`src/rtl/cpu_consts.svh`:
```
`ifndef CPU_CONSTS_SVH
`define CPU_CONSTS_SVH

// Memory depths in 16-bit words.
`define IMEM_WORDS 256
`define DMEM_WORDS 256

// APB address bit that selects data memory.
`define APB_DMEM_BIT 15

// Bit positions inside flags_t.
`define FLAG_Z 2
`define FLAG_V 1
`define FLAG_N 0

`endif

```
`src/rtl/cpu_pkg.sv`:
```
package cpu_pkg;

	typedef enum logic [3:0] {
		ADD = 4'd0,
		SUB = 4'd1,
		XOR = 4'd2,
		SLL = 4'd4,
		SRA = 4'd5,
		LW  = 4'd8,
		SW  = 4'd9,
		LLB = 4'd10,
		LHB = 4'd11,
		B   = 4'd12,
		HLT = 4'd15
	} opcode_e;

	typedef enum logic [2:0] {
		NE, EQ, GT, LT, GE, LE, OV, UNCOND
	} ccode_e;

	typedef struct packed {
		logic z;
		logic v;
		logic n;
	} flags_t;

	typedef struct packed {
		logic        valid;
		logic [15:0] pc_plus2;
		logic [15:0] instr;
	} if_id_t;

	typedef struct packed {
		logic        valid;
		opcode_e     op;
		logic [3:0]  rs;
		logic [3:0]  rt;
		logic [3:0]  rd;
		logic [15:0] rs_val;
		logic [15:0] rt_val;
		logic [15:0] imm;      // Sign-extended, or LLB/LHB merge.
		logic [8:0]  br_off;
		ccode_e      cc;
		logic [15:0] pc_plus2;
		logic        reg_write;
		logic        mem_read;
	} id_ex_t;

	typedef struct packed {
		logic        valid;
		opcode_e     op;
		logic [3:0]  rd;
		logic [15:0] result;
		logic [15:0] store_data;
		logic        mem_read;
		logic        mem_write;
		logic        reg_write;
		logic        halt;
	} ex_mem_t;

	typedef struct packed {
		logic        valid;
		logic [3:0]  rd;
		logic [15:0] wb_data;
		logic        reg_write;
		logic        halt;
	} mem_wb_t;

	// Bypass from a later stage back to execute.
	typedef struct packed {
		logic [3:0]  rd;
		logic [15:0] data;
		logic        reg_write;
	} fwd_t;

endpackage

```
`src/rtl/fetch_stage.sv`:
```
`timescale 1ns/1ps
`include "cpu_consts.svh"

module fetch_stage (
	input  logic             clk,
	input  logic             reset_i,
	input  logic             run_i,
	input  logic             halted_i,
	input  logic             stall_i,
	input  logic             br_taken_i,
	input  logic [15:0]      br_target_i,
	input  logic             imem_we_i,
	input  logic [7:0]       load_addr_i,
	input  logic [15:0]      load_data_i,
	output cpu_pkg::if_id_t  if_id_o,
	output logic [15:0]      pc_o
);
	import cpu_pkg::*;

	localparam int IDX_W = $clog2(`IMEM_WORDS);

	logic [15:0] imem [`IMEM_WORDS];
	logic [15:0] pc_q;
	logic [15:0] instr;
	if_id_t      if_id_q;
	logic        advance;

	assign advance = run_i & ~halted_i;
	assign instr = imem[pc_q[IDX_W:1]]; // Asynchronous read.

	always_ff @(posedge clk) begin
		if (imem_we_i)
			imem[load_addr_i] <= load_data_i;
	end

	always_ff @(posedge clk) begin
		if (reset_i) begin
			pc_q <= 16'h0000;
			if_id_q.valid <= 1'b0;
		end else if (advance) begin
			if (br_taken_i) begin
				pc_q <= br_target_i;
				if_id_q.valid <= 1'b0; // Squash the wrong-path fetch.
			end else if (!stall_i) begin
				pc_q <= pc_q + 16'd2;
				if_id_q.valid <= 1'b1;
				if_id_q.pc_plus2 <= pc_q + 16'd2;
				if_id_q.instr <= instr;
			end
		end
	end

	assign if_id_o = if_id_q;
	assign pc_o = pc_q;

endmodule

```
`config.mk`:
```
export PLATFORM = sky130hd
export DESIGN_NAME = fetch_stage
export DESIGN_NICKNAME = d
export VERILOG_FILES = /design/src/rtl/cpu_pkg.sv /design/src/rtl/fetch_stage.sv
export VERILOG_INCLUDE_DIRS = /design/src /design/src/rtl
export SDC_FILE = /design/constraint.sdc
export NUM_CORES = 2
export LEC_CHECK = 0
export ABC_AREA = 1
export ABC_CLOCK_PERIOD_IN_PS = 3800
export BUFFER_PORTS_ARGS = -buffer_cell sky130_fd_sc_hd__buf_2
export CAP_MARGIN = 30
export CORE_MARGIN = 2
export CORE_UTILIZATION = 33
export CTS_CLUSTER_DIAMETER = 60
export DETAILED_ROUTE_END_ITERATION = 8
export PLACE_DENSITY = 0.48
export REMOVE_ABC_BUFFERS = 1
export SKIP_LAST_GASP = 1
export SLEW_MARGIN = 10
export SYNTH_ARGS = -nofsm -noshare
export SYNTH_HDL_FRONTEND = slang
export SYNTH_SLANG_ARGS = --single-unit
```
`constraint.sdc`:
```
create_clock -name clk -period 3.8 [get_ports clk]
set_clock_uncertainty 0.05 [all_clocks]
set_input_delay 0.19 -clock clk [delete_from_list [all_inputs] [get_ports clk]]
set_output_delay 0.19 -clock clk [all_outputs]
set_load 0.02 [all_outputs]
```
==> impl_metrics.csv <==
group,metric,value,unit
outcome,status,"finished, final reports clean",
critical_path,cp_max_fo,54,
detailed_routing,avgViaCountPerCell,5.16,
timing,period_share,96.0,%
yosys,ys_warn_count,0,
timing,max_slew.worst_pin.slew,1220,ps
cells_and_area,final_cell_area,194000,sq um
clock_network,cts.sinks,4153,
power,irDropWorstVdd,0.401,mV
placed_design,placed_cells,20300,
detailed_routing,drt_wl_total,546000,um
cells_and_area,fin_util,38.4,%
clock_network,clock_latency,1060,ps
cells_and_area,multi_input_area,37800,sq um
cells_and_area,regArea,124000,sq um
power,p_comb_share,8.7,%
global_route,grt_max_degree,163,
clock_network,htreeDepth,5,
power,leakage,67.1,nW
detailed_routing,drc,0,
yosys,syn-cell-area,167000,sq um
power,power.density_cell_area,531,nW/um^2
timing,period_needed,3650,ps
cells_and_area,fillers,48200,
critical_path,arrival,4390,ps
floorplan,start_util,33.1,%
cells_and_area,nNetsFinal,14200,
power,design_power_total,103,mW
detailed_routing,dr.pass1.iters,6,
placed_design,gp_congestion,0.839,
clock_network,cts_buffers,454,
detailed_routing,wl_per_cell,25.7,um
cells_and_area,fin_cells,21200,
power,p_seq_share,49.1,%
yosys,synth.area.top_cells,"edfxtp_1 (74%), nand3_1 (12%), nand2_1 (9.5%)",
timing,fmax,0.274,GHz
global_route,grt_pass1_wl,781000,um
timing,rsz0062_at_grt,"false",
clock_network,path_clk_slew,60,ps
power,p_int,77.5,mW
critical_path,critPathCaptureType,"register",
yosys,synth_seq_cells,4153,
global_route,grt_usage,20.8,%
placed_design,placed_cell_area,179000,sq um
worst_hold_path,hp-class,"primary input to register",
global_route,overflow,0,
timing,finalHoldViolCount,0,
clock_network,clock-root-buffer,"clkbuf_16",
detailed_routing,final_antenna_net_count,0,
yosys,synth_top_area_share,74.1,%
timing,setup_viol,0,
critical_path,crit_type,"register to register",
global_route,antenna_found_initial,39,
detailed_routing,route.vias.total,110000,
global_route,grt_pass1_vias,104000,
placed_design,portBuffers,95,
placed_design,place_hpwl,316000,um
clock_network,cts_buffer_depth,4,
power,swShare,24.7,%
floorplan,fp-row-count,261,
power,clock_power_share,42.2,%
detailed_routing,drt-initial-drc-count,11900,
flow_run,drv_cap,0,
timing,tns,0,ps
floorplan,coreArea,505000,sq um
power,p_sw,25.5,mW
critical_path,required,4540,ps
floorplan,die_area,513000,sq um
cells_and_area,syn_to_final_growth,15.9,%
timing,maxSlewViolCount,0,
cells_and_area,drive_gt1_share,10.1,%
floorplan,die_w,716,um
clock_network,cts_tree,"yes",
yosys,avgSynthCellArea,12.1,sq um
yosys,synth_top_cell_by_area,"edfxtp_1",
floorplan,io_pins,96,
yosys,ys_seq_area_share,74.4,%
yosys,yosysUniqueCellTypes,28,
floorplan,die_y,716,um
yosys,syn_inst,13800,
critical_path,worstSetupStartpointType,"register",
timing,slew_headroom,19.0,%
## worst paths after layout
kind / from / end / slack [ps] / cells after the start
min reg2reg: pc_o[0] / if_id_o[16] / 460 / 0
max reg2reg: register / if_id_o[0] / 150 / 13
max: register / if_id_o[0] / 150 / 13
min: load_addr_i[6] / imem[240][8] / 100 / 6
## synthesized netlist by cell type
cell type	n
inv_4	2
a221oi_1	2
inv_2	2
clkinv_1	1
buf_4	139
a21oi_1	18
nor3_1	6
nor2_1	299
or2_2	1
clkbuf_1	168
nand4_1	1
a211oi_1	1
o21ai_0	14
nand3_1	4041
buf_12	1
edfxtp_1	4128
dfxtp_1	25
buf_1	97
ha_1	1
o211ai_1	1
xor2_1	9
a31oi_1	2
buf_6	45
nor4_1	1
inv_1	49
xnor2_1	4
nand2_1	4234
buf_2	493
## power groups by stage
stage / Sequential (mW) / Combinational, mW / Clock, mW
2_1_floorplan: 52.1 / 6.10 / 0
4_1_cts: 50.6 / 8.97 / 44.2
5_1_grt: 50.6 / 9.61 / 45.9
6_report: 50.6 / 8.94 / 43.5
3_3_place_gp: 51.6 / 8.89 / 0
3_5_place_dp: 51.6 / 8.89 / 0
## layout by cell type, fill, tap and decap left out, types with 2 or more instances in the layout
cell type and n:
xor2_1 9, clkinv_16 11, inv_6 7, dfxtp_1 18
buf_4 537, nand2_2 13, clkinv_2 58, inv_8 5
dfxtp_4 6, nor2_2 42, clkinvlp_4 12, edfxtp_1 4128
xnor2_1 4, clkinv_4 6, nor3_1 3, a31oi_1 2
clkinv_1 125, clkbuf_1 109, a221oi_1 2, buf_12 158
dlygate4sd3_1 70, o21ai_0 14, diode_2 7, clkbuf_16 459
nand2_4 3, clkinv_8 4, nor3_2 3, nor2_1 257
inv_16 6, nand2_1 4218, buf_2 79, buf_8 16
inv_1 47, nand3_1 4041, bufinv_16 38, a21oi_1 18
## per-stage QoR
step / hold WS [ps] / setup slack, ps
3_3_place_gp: 396 / 84.8
3_5_place_dp: 392 / 111
6_report: 99.7 / 152
4_1_cts: 10.4 / 94.1
5_1_grt: 88.9 / 95.9
2_1_floorplan: 209 / -134510
## sequential cells by signal, summed over array words and instances (netlist names), named ones only
| name | flops |
|---|---|
| imem | 4096 |
| pc_o | 16 |
| if_id_o | 33 |
## worst max-delay path: stages, from the launching register on
cell and delay [ps]:
dfxtp_4 500, inv_16 450, buf_12 330, buf_12 210, buf_12 170, nand3_1 80
nand3_1 150, nand3_1 170, nand3_1 130, nand3_1 300, nand3_1 420, nand2_1 160
nand2_1 150, nand2_1 70
## cell families (layout without fill, tap and decap cells)
kind of cell             Yosys count  in the layout  synth area share, %
flip-flops                      4153           4153                 74.4
AND/OR/NAND/NOR                 8583           8583                 22.3
AO/OA/AOI/OAI                     38             38                0.123
adder cells (fa/ha/maj)            1              1              0.00748
buffers and inverters            997           1748                 3.13
other                              0              7                    0
XOR/XNOR                          13             13               0.0680
## repair_timing
item / in CTS / in global routing
resized for setup: 0 / 1
setup endpoints to repair: 0 / 5
setup buffers: 0 / 4
endpoints found under the hold margin: 3198 / 0
hold buffers: 70 / 0
## layout make-up
| class | count | area share, % |
|---|---|---|
| Multi-Input combinational cell | 8635 | 19.5 |
| Clock inverter | 266 | 1.34 |
| Inverter | 54 | 0.134 |
| Tap cell | 6706 | 4.33 |
| Timing Repair Buffer | 860 | 4.40 |
| Sequential cell | 4153 | 64.2 |
| Antenna cell | 7 | 0.00903 |
| Clock buffer | 568 | 6.13 |
## metal layers
| metal | GRT usage, % | share of wire, % | wire length [um] |
|---|---|---|---|
| met1 | 30.2 | 45 | 244000 |
| met2 | 33.0 | 46 | 252000 |
| met3 | 2.64 | 6.6 | 36300 |
| met4 | 5.12 | 2.5 | 13800 |
| met5 | 0 | 0.0062 | 34 |
Note: power is estimated with default switching activity, not from simulation.
