<file path="src/rtl/cpu_consts.svh">
`ifndef CPU_CONSTS_SVH
`define CPU_CONSTS_SVH

// Memory depths in 16-bit words.
`define IMEM_WORDS 256
`define DMEM_WORDS 256

// APB address bit that selects data memory.
`define APB_DMEM_BIT 15

// Bit positions inside flags_t.
`define FLAG_Z 2
`define FLAG_V 1
`define FLAG_N 0

`endif

</file>
<file path="src/rtl/cpu_pkg.sv">
package cpu_pkg;

	typedef enum logic [3:0] {
		ADD = 4'd0,
		SUB = 4'd1,
		XOR = 4'd2,
		SLL = 4'd4,
		SRA = 4'd5,
		LW  = 4'd8,
		SW  = 4'd9,
		LLB = 4'd10,
		LHB = 4'd11,
		B   = 4'd12,
		HLT = 4'd15
	} opcode_e;

	typedef enum logic [2:0] {
		NE, EQ, GT, LT, GE, LE, OV, UNCOND
	} ccode_e;

	typedef struct packed {
		logic z;
		logic v;
		logic n;
	} flags_t;

	typedef struct packed {
		logic        valid;
		logic [15:0] pc_plus2;
		logic [15:0] instr;
	} if_id_t;

	typedef struct packed {
		logic        valid;
		opcode_e     op;
		logic [3:0]  rs;
		logic [3:0]  rt;
		logic [3:0]  rd;
		logic [15:0] rs_val;
		logic [15:0] rt_val;
		logic [15:0] imm;      // Sign-extended, or LLB/LHB merge.
		logic [8:0]  br_off;
		ccode_e      cc;
		logic [15:0] pc_plus2;
		logic        reg_write;
		logic        mem_read;
	} id_ex_t;

	typedef struct packed {
		logic        valid;
		opcode_e     op;
		logic [3:0]  rd;
		logic [15:0] result;
		logic [15:0] store_data;
		logic        mem_read;
		logic        mem_write;
		logic        reg_write;
		logic        halt;
	} ex_mem_t;

	typedef struct packed {
		logic        valid;
		logic [3:0]  rd;
		logic [15:0] wb_data;
		logic        reg_write;
		logic        halt;
	} mem_wb_t;

	// Bypass from a later stage back to execute.
	typedef struct packed {
		logic [3:0]  rd;
		logic [15:0] data;
		logic        reg_write;
	} fwd_t;

endpackage

</file>
<file path="src/rtl/execute_stage.sv">
`timescale 1ns/1ps
`include "cpu_consts.svh"

module execute_stage (
	input  logic             clk,
	input  logic             reset_i,
	input  logic             run_i,
	input  logic             halted_i,
	input  cpu_pkg::id_ex_t  id_ex_i,
	input  cpu_pkg::fwd_t    fwd_mem_i,
	input  cpu_pkg::fwd_t    fwd_wb_i,
	output cpu_pkg::ex_mem_t ex_mem_o,
	output logic             br_taken_o,
	output logic [15:0]      br_target_o,
	output cpu_pkg::fwd_t    fwd_ex_o,
	output logic [3:0]       ex_load_rd_o,
	output logic             ex_load_o
);
	import cpu_pkg::*;

	function automatic logic [15:0] bypass(input logic [3:0] r, input logic [15:0] v,
			input fwd_t m, input fwd_t w);
		if (r != 4'd0 && m.reg_write && m.rd == r)
			return m.data; // Newest result wins.
		if (r != 4'd0 && w.reg_write && w.rd == r)
			return w.data;
		return v;
	endfunction

	logic [15:0] a;
	logic [15:0] b;
	logic [15:0] result;
	logic        ovf;
	logic        cond;
	logic        advance;
	flags_t      flag_q;
	flags_t      flag_d;
	ex_mem_t     ex_mem_q;

	assign advance = run_i & ~halted_i;
	assign a = bypass(id_ex_i.rs, id_ex_i.rs_val, fwd_mem_i, fwd_wb_i);
	assign b = bypass(id_ex_i.rt, id_ex_i.rt_val, fwd_mem_i, fwd_wb_i);

	always_comb begin
		ovf = 1'b0;
		case (id_ex_i.op)
			ADD: begin
				result = a + b;
				ovf = (a[15] == b[15]) && (result[15] != a[15]);
			end
			SUB: begin
				result = a - b;
				ovf = (a[15] != b[15]) && (result[15] != a[15]);
			end
			XOR: result = a ^ b;
			SLL: result = a << id_ex_i.imm[3:0];
			SRA: result = $signed(a) >>> id_ex_i.imm[3:0];
			LW, SW: result = a + {id_ex_i.imm[14:0], 1'b0}; // Word offset.
			LLB: result = {a[15:8], id_ex_i.imm[7:0]};
			LHB: result = {id_ex_i.imm[15:8], a[7:0]};
			default: result = 16'h0000;
		endcase
		flag_d[`FLAG_Z] = (result == 16'h0000);
		flag_d[`FLAG_V] = ovf;
		flag_d[`FLAG_N] = result[15];
	end

	always_comb begin
		case (id_ex_i.cc)
			NE: cond = !flag_q[`FLAG_Z];
			EQ: cond = flag_q[`FLAG_Z];
			GT: cond = !flag_q[`FLAG_Z] && !flag_q[`FLAG_N];
			LT: cond = flag_q[`FLAG_N];
			GE: cond = flag_q[`FLAG_Z] || !flag_q[`FLAG_N];
			LE: cond = flag_q[`FLAG_Z] || flag_q[`FLAG_N];
			OV: cond = flag_q[`FLAG_V];
			default: cond = 1'b1;
		endcase
	end

	assign br_taken_o = advance & id_ex_i.valid & (id_ex_i.op == B) & cond;
	assign br_target_o = id_ex_i.pc_plus2 +
		{{6{id_ex_i.br_off[8]}}, id_ex_i.br_off, 1'b0};

	always_ff @(posedge clk) begin
		if (reset_i) begin
			ex_mem_q.valid <= 1'b0;
			flag_q <= '0;
		end else if (advance) begin
			ex_mem_q.valid <= id_ex_i.valid;
			ex_mem_q.op <= id_ex_i.op;
			ex_mem_q.rd <= id_ex_i.rd;
			ex_mem_q.result <= result;
			ex_mem_q.store_data <= b;
			ex_mem_q.mem_read <= id_ex_i.mem_read;
			ex_mem_q.mem_write <= (id_ex_i.op == SW);
			ex_mem_q.reg_write <= id_ex_i.reg_write;
			ex_mem_q.halt <= (id_ex_i.op == HLT);
			if (id_ex_i.valid && (id_ex_i.op == ADD || id_ex_i.op == SUB || id_ex_i.op == XOR))
				flag_q <= flag_d;
		end
	end

	assign ex_mem_o = ex_mem_q;
	// Load results are not ready in EX/MEM.
	assign fwd_ex_o.rd = ex_mem_q.rd;
	assign fwd_ex_o.data = ex_mem_q.result;
	assign fwd_ex_o.reg_write = ex_mem_q.valid & ex_mem_q.reg_write & ~ex_mem_q.mem_read;
	assign ex_load_rd_o = id_ex_i.rd;
	assign ex_load_o = id_ex_i.valid & id_ex_i.mem_read & id_ex_i.reg_write;

	// Taken branch squashes the next ID/EX entry.
	assert property (@(posedge clk) disable iff (reset_i)
		br_taken_o |=> !id_ex_i.valid);

endmodule

</file>
<file path="config.mk">
export PLATFORM = sky130hd
export DESIGN_NAME = execute_stage
export DESIGN_NICKNAME = d
export VERILOG_FILES = /design/src/rtl/cpu_pkg.sv /design/src/rtl/execute_stage.sv
export VERILOG_INCLUDE_DIRS = /design/src /design/src/rtl
export SDC_FILE = /design/constraint.sdc
export NUM_CORES = 1
export LEC_CHECK = 0
export BUFFER_PORTS_ARGS = -buffer_cell sky130_fd_sc_hd__buf_2
export CAP_MARGIN = 10
export CORE_ASPECT_RATIO = 1.75
export CORE_UTILIZATION = 55
export CTS_BUF_LIST = sky130_fd_sc_hd__clkbuf_4 sky130_fd_sc_hd__clkbuf_8
export CTS_CLUSTER_SIZE = 28
export DETAILED_ROUTE_END_ITERATION = 7
export PLACE_DENSITY = 0.84
export SETUP_SLACK_MARGIN = 0.1
export SLEW_MARGIN = 20
export SYNTH_ARGS = -nofsm -noshare
export SYNTH_HDL_FRONTEND = slang
export SYNTH_SLANG_ARGS = --single-unit
</file>
<file path="constraint.sdc">
create_clock -name clk -period 8.4 [get_ports clk]
set_clock_uncertainty 0.2 [all_clocks]
set_input_delay 0.84 -clock clk [delete_from_list [all_inputs] [get_ports clk]]
set_output_delay 0.84 -clock clk [all_outputs]
set_load 0.02 [all_outputs]
</file>
==> metrics.md <==
| Metric | Value |
|---|---|
| Peak VDD IR | 0.00008943 V |
| RSZ-0062 raised after global routing | no |
| Critical Path Fanout Max | 18 |
| Vias/cell | ~6.7 |
| Worst setup path startpoint | fwd_wb_i[17] |
| Synth cell types | 81 |
| Placed cell areas | about 8700 µm² |
| Buf+Inv Stages, Crit Path | 2 |
| Syn Std Cell Area | about 7600 µm² |
| Vias | ~9k |
| Synth warn | 0 |
| Ratio of cells with drive above 1 in the final layout | between 20% and 30% |
| Slew margin rel. | a little under a third |
| CP required | between 8 and 9 ns |
| Min-delay src | flag_q[1] |
| Worst hold path class | reg -> reg |
| Core area | about 13000 µm² |
| Clock Pin Slew Worst Setup and Hold Paths | approximately 0.10 ns |
| I/O pin count | between 200 and 250 |
| Hold WS | between 0.2 and 0.3 ns |
| Leak | roughly 3.7 nW |
| Commonest cells in the netlist | nand2_1, o21ai_0, nor2_1 |
| Worst setup EP type | register |
| Final Util | between 60 and 70% |
| Total negative slack | 0 ns |
| WP data arrival | 6.81 ns |
| Syn Nets | 1175 |
| F_max | ~0.15 GHz |
| Startpoint Class | input pin |
| Post-synth top area cell | edfxtp_1 |
| Synth Flop Type | edfxtp_1 |
| Pins Over Slew Limit | 0 |
| Post-synth ARST share | 0% |
| EDFF count, synth | 44 |
| Final setup viols | 0 |
| Nets | ~1.3k |
| Initial Util | 56.72% |
| DRC Markers | 0 |
| Setup slack, reg-to-reg | approximately 7.6 ns |
| Crit-path slowest cell | a221oi_1 |
| CP cell instances | buf_2, xnor2_1, nand4_1, o32a_1, a2bb2oi_1, inv_1, fa_1, nand2b_1, a21oi_1, o21ai_0, a31o_2, a21oi_1, o311ai_0, a221oi_1, o21ai_0, or4_1, or4_1, o21ai_1 |
| Count leader, synth | nand2_1 |
| Hold Crit Endpoint | flag_q[1] |
| Cts repair resizes | 0 |
| Final worst-path cycle share | between 80% and 90% |
| Reg-to-reg endpoint | flag_q[0] |
| Total GRT Usage | between 40% and 50% |
| CTS buffer count | 5 |
| Final Hold Vio Count | 0 |
| Synth Register Bits | 48 |
| Slew @ Worst Pin | about 1 ns |
| Grt total ovfl | 0 |
| Tot Pwr | around 1.1 mW |
| DIE WIDTH | a little over 90 µm |
| Depth of the worst register-to-register path | 2 |
| Synth top area cells | edfxtp_1, ha_1, mux2i_1 |
| Initial antenna violation count | 0 |
| Setup bufs post-CTS | 0 |
| Die area | between 10000 and 15000 µm² |
| Post-Syn Instances | 970 |
| Critical path class | in -> reg |
| Port bufs | approximately 230 |
| Final min period | between 6 and 7 ns |
| Drt initial violations | 941 |
| Worst-skew pair later-pin latency | approximately 0.32 ns |
| Max-cap violations | 0 |
| Crit path max-delay family | compound AO/OA/AOI/OAI gates |
| Power per Cell Area | 125.4 nW/µm² |
| DR WL/cell | ~24 µm |
| Final ANT Viol Nets | 0 |
| Routability cong. | about 1.0 |
| Clock sinks | 48 |
| Post-synth top area share | 17.32% |
| CTS tree | done |
| FF-to-FF Start | flag_q[0] |
| First drt pass iteration count | 6 |
| Post-Route WL | roughly 31000 µm |
| Die Y-Extent | ~160 µm |
| Post-route cell area | ~8800 µm² |
| Pin count of the biggest net entering global routing | 45 |
| Vias in the first global route | between 8k and 9k |
| Hold_buf cts | 0 |
| Register area share after synthesis | between 10% and 20% |
| Antenna cell count | 0 |
| Syn_area_per_cell | 7.866 µm² |
| Status | completed |
| HPWL Detailed | between 20000 and 25000 µm |
| Clock root buffer | clkbuf_8 |
| Synthesis-to-layout area growth | 15.60% |
| Hold Path Cell Cnt | 2 |
| Crit path largest cell delay | just under 0.7 ns |
| First-pass GRT wire length | 46480 µm |
| CTS H-tree depth | 2 |
| Num rows | 56 |
| Maximum root-to-sink buffer count | 2 |
-- report_power, final --
part | switching, mW | leakage [nW] | total (mW) | internal, mW
clock | 0.0927 | 0.0583 | 0.183 | 0.0899
sequential | 0.00466 | 0.423 | 0.283 | 0.278
combinational | 0.410 | 3.22 | 0.641 | 0.231
total | 0.507 | 3.70 | 1.11 | 0.599
-- through the flow --
step,setup WS (ns),std cells
final,1.642,1317
after global routing,1.384,1317
after CTS,1.769,1317
after detailed placement,1.451,1309
after global placement,1.214,1309
after floorplan,2.275,970
-- state kept, by name, summed over array words and instances, names as in the netlist --
name      count
ex_mem_o     45
flag_q        3
-- how the worst max path moves through the flow --
stage	to	slack, ns	depth (start not counted)
CTS	flag_q[2]	1.77	18
floorplan	flag_q[2]	2.27	18
global route	flag_q[2]	1.38	18
finish	flag_q[2]	1.64	18
global placement	flag_q[2]	1.21	18
detailed placement	flag_q[2]	1.45	18
-- cell type report --
cell class                      count  area, µm²
Clock buffer                        5      68.82
Clock inverter                      3      47.55
Fill cell                        1220       4633
Inverter                           53      198.9
Multi-Input combinational cell    794       5649
Sequential cell                    48       1401
Tap cell                          174      217.7
Timing Repair Buffer              240       1236
-- placed cells by master (no fill, tap or decap), types with 5 or more instances in the layout --
master,synthesis,final
a211oi_1,10,10
a21o_1,10,10
a21oi_1,59,57
a221o_1,6,6
a221oi_1,14,14
a22oi_1,6,6
a31oi_1,12,12
a31oi_2,8,8
and2_1,7,7
and3_1,5,5
buf_2,2,226
buf_4,25,14
clkbuf_8,0,5
edfxtp_1,44,44
ha_1,60,60
inv_1,50,50
mux2i_1,51,51
nand2_1,82,82
nand2b_1,10,10
nand3_1,29,29
nand4_1,8,8
nor2_1,69,68
nor2b_1,14,14
nor3_1,36,36
nor4_1,6,6
o2111ai_1,5,5
o211ai_1,11,11
o21a_1,22,22
o21ai_0,73,73
o221ai_1,5,5
o22ai_1,24,24
o31ai_1,8,8
or3_1,9,9
or4_1,5,5
xnor2_1,36,36
xor2_1,8,8
-- cell families (layout without fill, tap and decap cells) --
kind of cell,after synthesis,after routing,share of synthesized area (%)
AOI/OAI and AO/OA,322,322,29.16
and+or+nand+nor,301,301,19.32
buffers and inverters,128,301,7.871
adders and majority gates,64,64,10.89
muxes,63,63,9.347
DFF,48,48,18.37
xor gates and xnor gates,44,44,5.051
-- routing by layer --
layer	wire length, µm	up-vias	GRT usage [%]
li1	-	3986	-
met1	10110	4019	42.57
met2	14720	611	72.55
met3	2689	191	7.589
met4	3730	0	45.05
met5	0	-	0
-- worst min-delay path: stages (launching register included) --
cell	delay, ns
dfxtp_1	0.32
nand2_1	0.05
a21oi_1	0.05
No activity file was read; power rests on OpenSTA's default activity.
