`config.mk`:
```
export PLATFORM = sky130hd
export DESIGN_NAME = apb_loader
export DESIGN_NICKNAME = d
export VERILOG_FILES = /design/src/rtl/apb_loader.sv
export VERILOG_INCLUDE_DIRS = /design/src /design/src/rtl
export SDC_FILE = /design/constraint.sdc
export NUM_CORES = 1
export LEC_CHECK = 0
export ABC_AREA = 1
export BUFFER_PORTS_ARGS = -buffer_cell sky130_fd_sc_hd__buf_2
export CORE_MARGIN = 3
export CORE_UTILIZATION = 22
export DETAILED_ROUTE_END_ITERATION = 10
export PLACE_DENSITY = 0.8
export SLEW_MARGIN = 20
export SYNTH_ARGS = -nofsm -noshare
export SYNTH_HDL_FRONTEND = slang
export SYNTH_SLANG_ARGS = --single-unit
```
`constraint.sdc`:
```
create_clock -name clk -period 1.1 [get_ports clk]
set_clock_uncertainty 0.2 [all_clocks]
set_input_delay 0.11 -clock clk [delete_from_list [all_inputs] [get_ports clk]]
set_output_delay 0.11 -clock clk [all_outputs]
set_load 0.02 [all_outputs]
```
`src/rtl/cpu_consts.svh`:
```
`ifndef CPU_CONSTS_SVH
`define CPU_CONSTS_SVH

// Memory depths in 16-bit words.
`define IMEM_WORDS 256
`define DMEM_WORDS 256

// APB address bit that selects data memory.
`define APB_DMEM_BIT 15

// Bit positions inside flags_t.
`define FLAG_Z 2
`define FLAG_V 1
`define FLAG_N 0

`endif

```
`src/rtl/apb_loader.sv`:
```
`timescale 1ns/1ps
`include "cpu_consts.svh"

module apb_loader (
	input  logic        clk,
	input  logic        reset_i,
	input  logic        run_i,
	input  logic        psel_i,
	input  logic        penable_i,
	input  logic        pwrite_i,
	input  logic [15:0] paddr_i,
	input  logic [15:0] pwdata_i,
	output logic        pready_o,
	output logic        pslverr_o,
	output logic [15:0] prdata_o,
	output logic        imem_we_o,
	output logic        dmem_we_o,
	output logic        dmem_re_o,
	output logic [7:0]  load_addr_o,
	output logic [15:0] load_data_o,
	input  logic [15:0] dmem_rdata_i
);
	logic access;
	logic to_dmem;
	logic ok;
	logic rd_wait_q;

	assign access = psel_i & penable_i;
	assign to_dmem = paddr_i[`APB_DMEM_BIT];
	assign ok = access & ~run_i; // Core held.

	assign imem_we_o = ok & pwrite_i & ~to_dmem;
	assign dmem_we_o = ok & pwrite_i & to_dmem;
	assign dmem_re_o = ok & ~pwrite_i & to_dmem & ~rd_wait_q;
	assign load_addr_o = paddr_i[8:1]; // Byte to word index.
	assign load_data_o = pwdata_i;

	assign pslverr_o = access & run_i;
	assign pready_o = access & (run_i | pwrite_i | ~to_dmem | rd_wait_q);
	// Instruction memory reads back as zero.
	assign prdata_o = rd_wait_q ? dmem_rdata_i : 16'h0000;

	always_ff @(posedge clk) begin
		if (reset_i)
			rd_wait_q <= 1'b0;
		else
			rd_wait_q <= dmem_re_o; // Data memory read is registered.
	end

	assert property (@(posedge clk) disable iff (reset_i)
		access && !pready_o |=> pready_o);

endmodule

```
==> metrics.csv, run 1 <==
stage,metric,value,unit
finish,Filler cells,232,
finish,Final nets,149,
routing,Routed WL,1026,microns
finish,max FFs per register,1,
die,die area,0.002452,sq mm
worst_setup_path,WS Path Type,reg2out,
die,Chip Height,49.52,microns
power_and_ir_drop,Sequential Power Share,30.0,%
timing,fin crit share,94.98,%
power_and_ir_drop,pwr dens,235.9,mW/mm^2
finish,Regs by FF count,rd_wait_q x1,
placed_design,GPL Wtd Cong,0.7079,
timing,fmax,0.9572,GHz
timing,RSZ-0062 raised after global routing,no,
finish,largest reg by FF count,rd_wait_q,
power_and_ir_drop,sw frac,33.98,%
logic_synthesis,Synth top area share,43.24,%
die,die span in x,49.52,microns
die,Core ar.,0.001764,sq mm
timing,Final Hold Viols,0,
power_and_ir_drop,switching power of the nets,40.53,uW
placed_design,HPWL after DPL,961.4,microns
clock_tree,"Clk Latency, worst-skew pair",0,ps
timing,final hold slack,20.01,ps
worst_setup_path,CP max-delay cell,dfxtp_4,
grt,GRT Overall Usage,7.277,%
die,row cnt,15,
job,max cap viols,0,
routing,Detail Route Antenna Nets,0,
grt,gr ovfl total,0,
logic_synthesis,sequential fraction of the synthesis area,4.805,%
timing,Slew @ Worst Pin,209.9,ps
routing,DRC Markers,0,
timing,pins over their slew limit,0,
routing,DR vias,417,
grt,largest net degree at the start of global routing,17,
logic_synthesis,Post-Syn Area,416.7,sq um
worst_setup_path,worst-path fanout max,2,
logic_synthesis,Yosys reg bits,1,
clock_tree,hold buffer count at cts,0,
power_and_ir_drop,Clk pwr share,0,%
die,I/O Pins,99,
finish,register area,23.77,sq um
worst_setup_path,"critical path, cell by cell",nor2_4 -> nand3_2 -> inv_1 -> buf_2,
finish,area occupied by multi-input gates,120.1,sq um
timing,setup_tns,0,ps
routing,drt initial violations,1,
die,Initial Util,23.62,%
power_and_ir_drop,combinational share of power,70.0,%
finish,area grow syn2layout,21.32,%
placed_design,I/O Buffers,43,
power_and_ir_drop,Worst VDD drop,0.0001950,V
logic_synthesis,Mapped Nets,127,
logic_synthesis,cell count after synthesis,73,
finish,Inserted Diodes,0,
worst_setup_path,WP data required,790,ps
run_status,outcome,completed,
finish,Layout Utilization,28.65,%
logic_synthesis,Yosys warnings,0,
worst_setup_path,kind of end point of the critical path,output pin,
worst_setup_path,Worst Setup Start Kind,flip-flop,
hold_path,worst hold path type,in2out,
routing,average wire per standard cell,8.695,microns
grt,wire length of the first global-routing pass,1531,microns
worst_setup_path,CP Data Arrival Time,730,ps
routing,1st-pass router iterations,2,
power_and_ir_drop,Pint,78.73,uW
logic_synthesis,Netlist cell types,12,
grt,initial antenna violation count,0,
clock_tree,clk slew on worst S/H paths,0,ps
grt,vias in the first global route,381,
routing,Vias/cell,3.534,
timing,Slew headroom,85.95,%
worst_setup_path,CP max stage delay,340,ps
clock_tree,post-CTS setup buffers,0,
timing,crit path time final,1045,ps
finish,share of cells above drive strength 1,54.84,%
logic_synthesis,"top cells by area, synth","buf_4 43%, inv_1 18%, nand2_1 15%",
logic_synthesis,Synth Area per Inst,5.708,sq um
power_and_ir_drop,Leakage,0.0004456,uW
timing,final setup fails,0,
logic_synthesis,largest area contributor in the netlist,buf_4,
worst max-delay path: cells and delay by family, from the launching register on:
kind | cells | cell delay [ps]
buffers and inverters | 2 | 200
flip-flops | 1 | 340
AND/OR/NAND/NOR | 2 | 190
placed cells by master (no fill, tap or decap):
cell type	count
buf_2	41
inv_1	20
nand2_1	17
nor2_1	4
buf_4	4
nor2_4	1
nand3_2	1
a21oi_2	1
nand3_1	1
nor2_2	1
buf_12	1
dfxtp_4	1
stage by stage:
step                cell area (sq um)  setup WS, ps  total power, uW  instances
global route                    505.5         15.16            128.9        118
detailed placement              496.7        -34.35            122.0        118
global placement                496.7        -33.83            120.8        118
finish                          505.5         55.27            119.3        118
floorplan                       420.4         39.43            196.9         73
CTS                             498.0         34.29            122.2        118
area by class of cell:
| class | instances | area share (%) |
|---|---|---|
| inverter | 20 | 14.85 |
| sequential | 1 | 4.703 |
| tap | 25 | 6.188 |
| multi-input combinational | 26 | 23.76 |
| timing repair buffer | 46 | 50.50 |
power groups by stage:
stage	Clock, uW	Sequential, uW	Combinational [uW]
floorplan	0	37.5	159
global placement	0	38.0	82.9
detailed placement	0	38.0	84.1
CTS	0	38.0	84.2
global route	0	35.8	93.1
finish	0	35.8	83.5
per-layer routing:
layer	share of wire [%]	track usage, %	routed length [microns]
met4	1.7	1.843	17
met3	12	2.417	119
met2	53	13.44	547
met5	0	0	0
met1	33	7.818	341
kinds of logic after synthesis:
| kind of cell | synth area share (%) |
|---|---|
| AOI/OAI and AO/OA | 1.200 |
| buffers and inverters | 67.27 |
| DFF | 4.805 |
| and+or+nand+nor | 26.73 |
synthesized netlist by cell type:
cell type / number
buf_4: 24
inv_1: 20
nand2_1: 17
nor2_1: 4
a21oi_1: 1
buf_6: 1
clkbuf_8: 1
dfxtp_1: 1
nand3_1: 1
nand3_2: 1
nor2_2: 1
nor2_4: 1
worst paths after layout:
path / startpoint / end / slack [ps] / cells past startpoint
min: paddr_i[6] / load_addr_o[5] / 20 / 0
min reg2reg: rd_wait_q / rd_wait_q / 410 / 4
max: rd_wait_q / dmem_re_o / 60 / 4
max reg2reg: rd_wait_q / rd_wait_q / 110 / 4
repair_timing:
item | CTS | global route
endpoints found under the setup margin | 16 | 2
gates resized for setup | 1 | 3
cloned | 0 | 0
Note: power is estimated with default switching activity, not from simulation.
==> run 2: changes to the inputs <==
--- a/config.mk
+++ b/config.mk
@@ -12,6 +12,7 @@
 export CORE_UTILIZATION = 22
 export DETAILED_ROUTE_END_ITERATION = 10
 export PLACE_DENSITY = 0.8
+export REMOVE_ABC_BUFFERS = 1
 export SLEW_MARGIN = 20
 export SYNTH_ARGS = -nofsm -noshare
 export SYNTH_HDL_FRONTEND = slang
==> run 2 against run 1 <==
  * Maximum frequency grew 0.30%
  * Via count up 3.1%
  * First-iteration DRC count unchanged
  * Final area decreased by 0.25%
  * Sequential power barely moved
  * Highest routed layer is now met3
  * Sequential share of layout area barely moved
  * Hold slack hardly changed
==> metrics.csv, run 2 (same netlist as run 1, synthesis figures left out) <==
stage,metric,value,unit
run_status,outcome,completed,
placed_design,GPL Wtd Cong,0.6324,
finish,share of cells above drive strength 1,55.43,%
timing,setup_tns,0,ps
power_and_ir_drop,sw frac,33.67,%
die,Initial Util,23.62,%
finish,largest reg by FF count,rd_wait_q,
timing,RSZ-0062 raised after global routing,no,
die,die span in x,49.52,microns
worst_setup_path,reg2reg start,rd_wait_q,
hold_path,Worst Hold End,load_data_o[6],
worst_setup_path,WP data required,790,ps
routing,drt initial violations,1,
finish,"commonest non-fill, non-tap cells in the layout","40 x buf_2, 18 x inv_1, 17 x nand2_1, 4 x nor2_1",
timing,pins over their slew limit,0,
power_and_ir_drop,combinational share of power,68.9,%
power_and_ir_drop,Sequential Power Share,31.1,%
worst_setup_path,reg2reg path depth,4,
hold_path,Hold Path Stages,0,
timing,final worst slack,58.42,ps
finish,area grow syn2layout,21.02,%
hold_path,worst hold path type,in2out,
grt,vias in the first global route,373,
worst_setup_path,Worst Setup Start Kind,flip-flop,
timing,Slew headroom,89.20,%
timing,fmax,0.9601,GHz
placed_design,I/O Buffers,43,
timing,crit path time final,1042,ps
grt,largest net degree at the start of global routing,16,
worst_setup_path,CP Data Arrival Time,730,ps
placed_design,DP Worst Slack,-80.01,ps
die,row cnt,15,
clock_tree,clk slew on worst S/H paths,0,ps
finish,max FFs per register,1,
grt,initial antenna violation count,0,
worst_setup_path,worst-path fanout max,15,
routing,1st-pass router iterations,2,
finish,Finished Cell Area,504.2,sq um
clock_tree,post-CTS setup buffers,0,
finish,Filler cells,205,
power_and_ir_drop,Clk pwr share,0,%
power_and_ir_drop,switching power of the nets,38.87,uW
routing,DRC Markers,0,
power_and_ir_drop,Worst VDD drop,0.0001736,V
die,Core ar.,0.001764,sq mm
clock_tree,"Clk Latency, worst-skew pair",0,ps
die,Chip Height,49.52,microns
worst_setup_path,WS Path Type,reg2out,
worst_setup_path,kind of end point of the critical path,output pin,
routing,Vias/cell,3.675,
timing,fin crit share,94.69,%
worst_setup_path,R2R Path End,rd_wait_q,
timing,final setup fails,0,
power_and_ir_drop,pwr dens,229.0,mW/mm^2
timing,Slew @ Worst Pin,161.4,ps
placed_design,HPWL after DPL,1534,microns
grt,GRT Overall Usage,12.29,%
finish,Layout Utilization,28.58,%
grt,wire length of the first global-routing pass,2166,microns
power_and_ir_drop,Pint,76.59,uW
routing,average wire per standard cell,14.08,microns
routing,Detail Route Antenna Nets,0,
grt,gr ovfl total,0,
die,I/O Pins,99,
finish,Regs by FF count,rd_wait_q x1,
power_and_ir_drop,Leakage,0.0004376,uW
hold_path,HP Start,pwdata_i[6],
routing,Routed WL,1647,microns
timing,Final Hold Viols,0,
worst_setup_path,r2r setup slk,110,ps
clock_tree,hold buffer count at cts,0,
finish,Final nets,148,
die,die area,0.002452,sq mm
placed_design,placed inst area,485.5,sq um
finish,Inserted Diodes,0,
job,max cap viols,0,
routing,DR vias,430,
finish,"leading cell type in the layout, fill and taps excluded",buf_2,
[run 2: changes by cell type in the layout (fill, tap and decap cells not counted)]
cell / previous run / this run
buf_4: 4 / 2
buf_6: 0 / 2
inv_1: 20 / 18
inv_2: 0 / 2
a21oi_1: 0 / 1
a21oi_2: 1 / 0
buf_2: 41 / 40
[run 2: layer usage]
layer | global-route usage, % | up-vias | wire [microns]
li1 | - | 214 | -
met2 | 14.98 | 57 | 565
met4 | 0 | 0 | 0
met3 | 16.31 | 0 | 497
met1 | 13.25 | 159 | 583
met5 | 2.381 | - | 0
[run 2: layout make-up]
class	count	area (sq um)	area share [%]
inverters	20	75.07	14.89
repair buffers	45	257.7	51.12
flip-flops and latches	1	23.77	4.715
well taps	25	31.28	6.203
multi-input cells	26	116.4	23.08
[run 2: through the flow]
stage | instances | hold WS, ps | power (uW)
after CTS | 117 | 20.24 | 117.6
after global placement | 117 | 20.24 | 116.1
after floorplan | 47 | -23.13 | 66.25
after global routing | 117 | 20.08 | 123.8
after detailed placement | 117 | 20.24 | 117.2
final | 117 | 20.12 | 115.5
[run 2: repair_timing]
action	in CTS	in global routing
endpoints found under the setup margin	16	12
gates resized for setup	1	8
cloned	0	0
hold endpoints to repair	0	0
pin swaps	0	0
[run 2: worst max path at each step]
stage,from,endpoint,slack [ps]
2_1_floorplan,rd_wait_q,pready_o,-220
3_5_place_dp,rd_wait_q,prdata_o[11],-80
5_1_grt,psel_i,dmem_we_o,3
6_report,rd_wait_q,prdata_o[13],60
4_1_cts,rd_wait_q,prdata_o[11],4
3_3_place_gp,rd_wait_q,prdata_o[13],-50
[run 2: power by group through the flow]
stage               logic, uW  clock network, uW  registers, uW
floorplan                27.6                  0           38.7
global placement         78.1                  0           38.1
detailed placement       79.1                  0           38.1
CTS                      79.5                  0           38.1
global route             87.9                  0           35.9
finish                   79.6                  0           35.9
[run 2: critical path, stage by stage, from the launching register on]
cell and delay (ps):
dfxtp_4 360, buf_12 130, nand2_1 50, inv_1 40, buf_2 150
