## config.mk

```make
export PLATFORM = sky130hd
export DESIGN_NAME = decode_stage
export DESIGN_NICKNAME = d
export VERILOG_FILES = /design/src/rtl/cpu_consts.svh /design/src/rtl/cpu_pkg.sv /design/src/rtl/decode_stage.sv
export SDC_FILE = /design/constraint.sdc
export NUM_CORES = 1
export LEC_CHECK = 0
export ABC_AREA = 1
export ABC_CLOCK_PERIOD_IN_PS = 8150
export BUFFER_PORTS_ARGS = -buffer_cell sky130_fd_sc_hd__buf_4
export CAP_MARGIN = 15
export CORE_MARGIN = 2
export CORE_UTILIZATION = 30
export CTS_BUF_LIST = sky130_fd_sc_hd__clkbuf_2
export CTS_CLUSTER_SIZE = 14
export DETAILED_ROUTE_END_ITERATION = 10
export HOLD_SLACK_MARGIN = 0.05
export PLACE_DENSITY = 0.47
export SLEW_MARGIN = 5
export SYNTH_ARGS = -nofsm -noshare
export SYNTH_HDL_FRONTEND = slang
export SYNTH_SLANG_ARGS = --single-unit
export TNS_END_PERCENT = 1
```

## constraint.sdc

```tcl
create_clock -name clk -period 8.15 [get_ports clk]
set_clock_uncertainty 0.05 [all_clocks]
set_input_delay 1.63 -clock clk [delete_from_list [all_inputs] [get_ports clk]]
set_output_delay 1.63 -clock clk [all_outputs]
set_load 0.02 [all_outputs]
```

## src/rtl/cpu_consts.svh

```systemverilog
`ifndef CPU_CONSTS_SVH
`define CPU_CONSTS_SVH

// Memory depths in 16-bit words.
`define IMEM_WORDS 256
`define DMEM_WORDS 256

// APB address bit that selects data memory.
`define APB_DMEM_BIT 15

// Bit positions inside flags_t.
`define FLAG_Z 2
`define FLAG_V 1
`define FLAG_N 0

`endif

```

## src/rtl/cpu_pkg.sv

```systemverilog
package cpu_pkg;

	typedef enum logic [3:0] {
		ADD = 4'd0,
		SUB = 4'd1,
		XOR = 4'd2,
		SLL = 4'd4,
		SRA = 4'd5,
		LW  = 4'd8,
		SW  = 4'd9,
		LLB = 4'd10,
		LHB = 4'd11,
		B   = 4'd12,
		HLT = 4'd15
	} opcode_e;

	typedef enum logic [2:0] {
		NE, EQ, GT, LT, GE, LE, OV, UNCOND
	} ccode_e;

	typedef struct packed {
		logic z;
		logic v;
		logic n;
	} flags_t;

	typedef struct packed {
		logic        valid;
		logic [15:0] pc_plus2;
		logic [15:0] instr;
	} if_id_t;

	typedef struct packed {
		logic        valid;
		opcode_e     op;
		logic [3:0]  rs;
		logic [3:0]  rt;
		logic [3:0]  rd;
		logic [15:0] rs_val;
		logic [15:0] rt_val;
		logic [15:0] imm;      // Sign-extended, or LLB/LHB merge.
		logic [8:0]  br_off;
		ccode_e      cc;
		logic [15:0] pc_plus2;
		logic        reg_write;
		logic        mem_read;
	} id_ex_t;

	typedef struct packed {
		logic        valid;
		opcode_e     op;
		logic [3:0]  rd;
		logic [15:0] result;
		logic [15:0] store_data;
		logic        mem_read;
		logic        mem_write;
		logic        reg_write;
		logic        halt;
	} ex_mem_t;

	typedef struct packed {
		logic        valid;
		logic [3:0]  rd;
		logic [15:0] wb_data;
		logic        reg_write;
		logic        halt;
	} mem_wb_t;

	// Bypass from a later stage back to execute.
	typedef struct packed {
		logic [3:0]  rd;
		logic [15:0] data;
		logic        reg_write;
	} fwd_t;

endpackage

```

## src/rtl/decode_stage.sv

```systemverilog
`timescale 1ns/1ps

module decode_stage (
	input  logic             clk,
	input  logic             reset_i,
	input  logic             run_i,
	input  logic             halted_i,
	input  cpu_pkg::if_id_t  if_id_i,
	input  logic             br_taken_i,
	input  cpu_pkg::mem_wb_t wb_i,
	input  logic [3:0]       ex_load_rd_i,
	input  logic             ex_load_i,
	output logic             stall_o,
	output cpu_pkg::id_ex_t  id_ex_o
);
	import cpu_pkg::*;

	logic [15:0] rf [16];
	opcode_e     op;
	logic [3:0]  rs;
	logic [3:0]  rt;
	logic [3:0]  rd;
	logic        use_rs;
	logic        use_rt;
	logic        reg_write;
	logic        mem_read;
	logic        wb_we;
	logic        advance;
	logic [15:0] rs_val;
	logic [15:0] rt_val;
	logic [15:0] imm;
	id_ex_t      id_ex_q;

	assign advance = run_i & ~halted_i;
	assign wb_we = advance & wb_i.valid & wb_i.reg_write;
	assign op = opcode_e'(if_id_i.instr[15:12]);
	assign rd = if_id_i.instr[11:8];

	always_comb begin
		rs = if_id_i.instr[7:4];
		rt = if_id_i.instr[3:0];
		use_rs = 1'b0;
		use_rt = 1'b0;
		reg_write = 1'b0;
		mem_read = 1'b0;
		case (op)
			ADD, SUB, XOR: begin
				use_rs = 1'b1;
				use_rt = 1'b1;
				reg_write = 1'b1;
			end
			SLL, SRA: begin
				use_rs = 1'b1;
				reg_write = 1'b1;
			end
			LW: begin
				use_rs = 1'b1;
				reg_write = 1'b1;
				mem_read = 1'b1;
			end
			SW: begin
				rt = if_id_i.instr[11:8]; // Store data register.
				use_rs = 1'b1;
				use_rt = 1'b1;
			end
			LLB, LHB: begin
				rs = rd;
				use_rs = 1'b1;
				reg_write = 1'b1;
			end
			default: ;
		endcase
		reg_write = reg_write & (rd != 4'd0); // R0 is never written.
	end

	// Write-through so a value retiring this cycle is seen.
	assign rs_val = (rs == 4'd0) ? 16'h0000 :
		(wb_we && wb_i.rd == rs) ? wb_i.wb_data : rf[rs];
	assign rt_val = (rt == 4'd0) ? 16'h0000 :
		(wb_we && wb_i.rd == rt) ? wb_i.wb_data : rf[rt];

	always_comb begin
		case (op)
			LLB: imm = {rs_val[15:8], if_id_i.instr[7:0]};
			LHB: imm = {if_id_i.instr[7:0], rs_val[7:0]};
			default: imm = {{12{if_id_i.instr[3]}}, if_id_i.instr[3:0]};
		endcase
	end

	// Load in execute feeding this instruction.
	assign stall_o = if_id_i.valid & ex_load_i &
		((use_rs & (rs == ex_load_rd_i)) | (use_rt & (rt == ex_load_rd_i)));

	always_ff @(posedge clk) begin
		if (wb_we && wb_i.rd != 4'd0)
			rf[wb_i.rd] <= wb_i.wb_data;
	end

	always_ff @(posedge clk) begin
		if (reset_i) begin
			id_ex_q.valid <= 1'b0;
		end else if (advance) begin
			id_ex_q.valid <= if_id_i.valid & ~br_taken_i & ~stall_o; // Bubble or flush.
			id_ex_q.op <= op;
			id_ex_q.rs <= rs;
			id_ex_q.rt <= rt;
			id_ex_q.rd <= rd;
			id_ex_q.rs_val <= rs_val;
			id_ex_q.rt_val <= rt_val;
			id_ex_q.imm <= imm;
			id_ex_q.br_off <= if_id_i.instr[8:0];
			id_ex_q.cc <= ccode_e'(if_id_i.instr[11:9]);
			id_ex_q.pc_plus2 <= if_id_i.pc_plus2;
			id_ex_q.reg_write <= reg_write;
			id_ex_q.mem_read <= mem_read;
		end
	end

	assign id_ex_o = id_ex_q;

	assert property (@(posedge clk) disable iff (reset_i)
		wb_we |-> wb_i.rd != 4'd0);

endmodule

```

==> metrics.log <==
[metrics] combinational power share: 0.147
[metrics] Worst setup SP type: input pin
[metrics] area share of the largest cell type after synthesis: 0.604
[metrics] CP required: 6.47 ns
[metrics] Final HPWL DP: about 34000 um
[metrics] final global-route overflow total: 0
[metrics] most frequent cells in the layout: 619 x nand2_1, 347 x nand3_1, 346 x edfxtp_1
[metrics] net switching share of the total power: 0.305
[metrics] endpoint arrival time on the critical path: 4.21 ns
[metrics] total negative setup slack: 0 ns
[metrics] r2r setup slk: 6.47 ns
[metrics] Routed WL: 61300 um
[metrics] path class of the lowest-slack min-delay path: flop to flop
[metrics] vias per inst: 5.07
[metrics] Cell Chain, Critical Path: buf_4, inv_1, nand3_2, nand2_4, nand2_4, nand2_1, o21ai_1, nor2_1, nand3_1, nand2_1, nand2_1, nor2_1, buf_4
[metrics] startpoint of the worst register-to-register path: rf[13][0]
[metrics] library cell contributing the largest single delay on the critical path: nand2_4
[metrics] area inside the core boundary: about 56000 um2
[metrics] post-placement setup slack: 2.24 ns
[metrics] most frequent standard cell in the layout excluding fill and tap cells: nand2_1
[metrics] filler cell count: 5788
[metrics] final setup slack of the worst path: 2.26 ns
[metrics] Max FO, Critical Path: 62
[metrics] layout overhead on the synthesized area: 15.9%
[metrics] worst-case clock buffer depth: 3
[metrics] post-layout util: 0.353
[metrics] yosys synthesis warning count: 0
[metrics] root buffer cell: clkbuf_2
[metrics] die area: 59300 um2
[metrics] Power Internal: 2.63 mW
[metrics] worst-case headroom to the max-slew limit: 0.246
[metrics] Hold-fix buffers, CTS: 0
[metrics] Total Nets Final: 2124
[metrics] post-CTS repair timing setup buffer count: 0
[metrics] detailed-routed wire length on met3: 5310 um
[metrics] starting density of the core: 0.305
[metrics] num rows: 87
[metrics] number of synthesized register bits: 347
[metrics] Async SR Flop Fraction: 0
[metrics] clock sink total: 347
[metrics] power density relative to cell area: 190 nW/um2
[metrics] detailed-route wire length on metal 1: about 26000 um
[metrics] netlist area before placement: 17200 um2
[metrics] Top-Level Pins: 162
[metrics] wire length of the first global-routing pass: 90500 um
[metrics] total buffers and inverters traversed by the critical path: 3
[metrics] kind of critical path: input pin to output pin
[metrics] count of different cell masters after synthesis: 32
[metrics] H-tree level count: 3
[metrics] Worst Setup End Kind: output pin
[metrics] TritonCTS clock tree: yes
[metrics] P_leak: just over 8 nW
[metrics] part of the Yosys area used for sequential elements: 0.605
[metrics] pin count of the biggest net entering global routing: about 130
[metrics] DR pass1 iterations: 5
[metrics] maximum achievable frequency: 170 MHz
[metrics] area used by sequential logic in the layout: 10400 um2
[metrics] share of layout cells above drive strength 1: 0.178
[metrics] vias in the first global route: between 10000 and 15000
[metrics] routed length on met2: 27500 um
[metrics] routability cong.: 0.814
[metrics] period utilisation layout: 0.723
[metrics] result of the run: completed
[metrics] Starting DRT DRC Count: 1420
[metrics] number of pins with negative max-slew slack in the final report: 0
[metrics] area of combinational cells with multiple inputs: around 5900 um2
[metrics] Setup violations, final: 0
[metrics] number of synthesized flops with an enable pin: 346
[metrics] sequential fraction of design power: 0.531
[metrics] top routing layer used: met4
[metrics] drc violations: 0
[metrics] per-cell routed wire length: between 20 and 25 um
[metrics] post-CTS clock slew at the launch and capture registers of the worst setup and hold paths: 0.08 ns
[metrics] start point of the worst min-delay path: id_ex_o[94]
[metrics] worst flop-to-flop path endpoint: id_ex_o[46]
[metrics] number of gates given a new drive strength after cts: 0
[metrics] final hold viol count: 0
[metrics] maximum single-stage delay on the critical path: 0.58 ns
[metrics] slew at the pin closest to its max-slew limit: 1.13 ns
[metrics] Via Count: 14600
[metrics] dominant cell type by area after synthesis: edfxtp_1
[metrics] Port Buffer Count: 160
[metrics] max_cap viols: 0
[metrics] synth top area cells: edfxtp_1 60%, nand2_1 14%, nand3_1 10%, nor2_1 2.9%, inv_1 2.4%
[metrics] Total GRT Usage: 0.205
[metrics] number of buffers inserted during clock tree synthesis: 93
[metrics] dominant synthesized flop cell: edfxtp_1
[metrics] vertical extent of the die: 243 um
[metrics] reported net switching power: 1.16 mW
[metrics] initial antenna violation count: 1
[metrics] Max VDD drop: 0.0782 mV
[metrics] end point of the worst hold path: id_ex_o[94]
[metrics] number of nets with antenna violations after routing: 0
[metrics] mean instance size in the synthesized netlist: 9.17 um2
[metrics] Clock power frac: 0.322
[metrics] cell mode on critical path: nand2_1
[metrics] time the worst path needs with I/O delays and setup: 5.89 ns
[metrics] Die X: approximately 240 um
[metrics] Register-to-Register Path Depth: 8
[metrics] unrepaired setup endpoints after global routing: false
[metrics] Skew-Pair Late Insertion Delay: 1.08 ns
[metrics] Gate Count Post-Synth: 1877
[metrics] CP top delay family: simple AND/OR/NAND/NOR gates
[metrics] Hold Crit Depth: 2
how the worst max path moves through the flow:
stage | from | end | slack, ns | cells after the start
3_3_place_gp | if_id_i[14] | stall_o | 2.23 | 13
3_5_place_dp | if_id_i[14] | stall_o | 2.24 | 13
2_1_floorplan | run_i | id_ex_o[0] | 1.97 | 4
6_report | if_id_i[14] | stall_o | 2.26 | 13
4_1_cts | if_id_i[14] | stall_o | 2.21 | 13
5_1_grt | if_id_i[14] | stall_o | 1.98 | 13
synthesized netlist by cell type, types with 3 or more instances:
library cell  instances
a21oi_1              33
and2_1               16
buf_1                11
buf_2                63
buf_4                20
clkbuf_1             23
edfxtp_1            346
inv_1               112
inv_2                 3
nand2_1             622
nand2_2               5
nand3_1             347
nor2_1              132
nor3_1                9
o211ai_1             31
o211ai_2              3
o21ai_0              48
o21ai_1              31
o21ai_2               3
per-layer routing:
layer,track usage,vias up
li1,-,6744
met1,0.277,6934
met2,0.318,733
met3,0.0406,151
met4,0.0904,0
met5,0,-
worst register-to-register path, cell delays in order, from the launching register on:
cell      delay, ns
edfxtp_1       0.38
nand2_1        0.06
nand2_1        0.10
nand2_1        0.05
nand2_1        0.10
nor2_1         0.04
o21ai_0        0.32
nor2_1         0.08
nor2_1         0.28
through the flow:
| stage | hold WS, ns | power [mW] | area (um2) | std cells |
|---|---|---|---|---|
| 2_1_floorplan | 0.484 | 2.38 | 17300 | 1892 |
| 6_report | 0.438 | 3.79 | 19900 | 2875 |
| 4_1_cts | 0.452 | 3.84 | 19900 | 2874 |
| 3_3_place_gp | 0.406 | 2.60 | 19200 | 2719 |
| 5_1_grt | 0.498 | 3.98 | 19900 | 2875 |
| 3_5_place_dp | 0.437 | 2.61 | 19200 | 2719 |
registers in the layout, indices dropped and copies added (netlist names):
register  cells
rf          256
id_ex_o      91
power groups by stage:
| stage | Combinational [mW] | Sequential, mW | Clock, mW |
|---|---|---|---|
| 2_1_floorplan | 0.301 | 2.08 | 0 |
| 3_3_place_gp | 0.551 | 2.05 | 0 |
| 3_5_place_dp | 0.554 | 2.05 | 0 |
| 4_1_cts | 0.556 | 2.01 | 1.27 |
| 5_1_grt | 0.608 | 2.02 | 1.36 |
| 6_report | 0.558 | 2.01 | 1.22 |
logic make-up (layout without fill, tap and decap cells):
family / count (synthesis) / count (layout) / synth area share
other: 1 / 17 / 0.000218
buffers and inverters: 234 / 460 / 0.0609
AO/OA/AOI/OAI: 152 / 152 / 0.0510
flip-flops: 347 / 347 / 0.605
AND/OR/NAND/NOR: 1141 / 1141 / 0.282
XOR/XNOR: 2 / 2 / 0.00102
layout make-up:
class,instances,area share
tap,756,0.0474
timing repair buffer,190,0.0715
inverter,115,0.0216
sequential,347,0.522
clock inverter,20,0.00583
clock buffer,135,0.0339
multi-input combinational,1311,0.298
antenna,1,0.000125
Power figures use the tool's default switching activity.
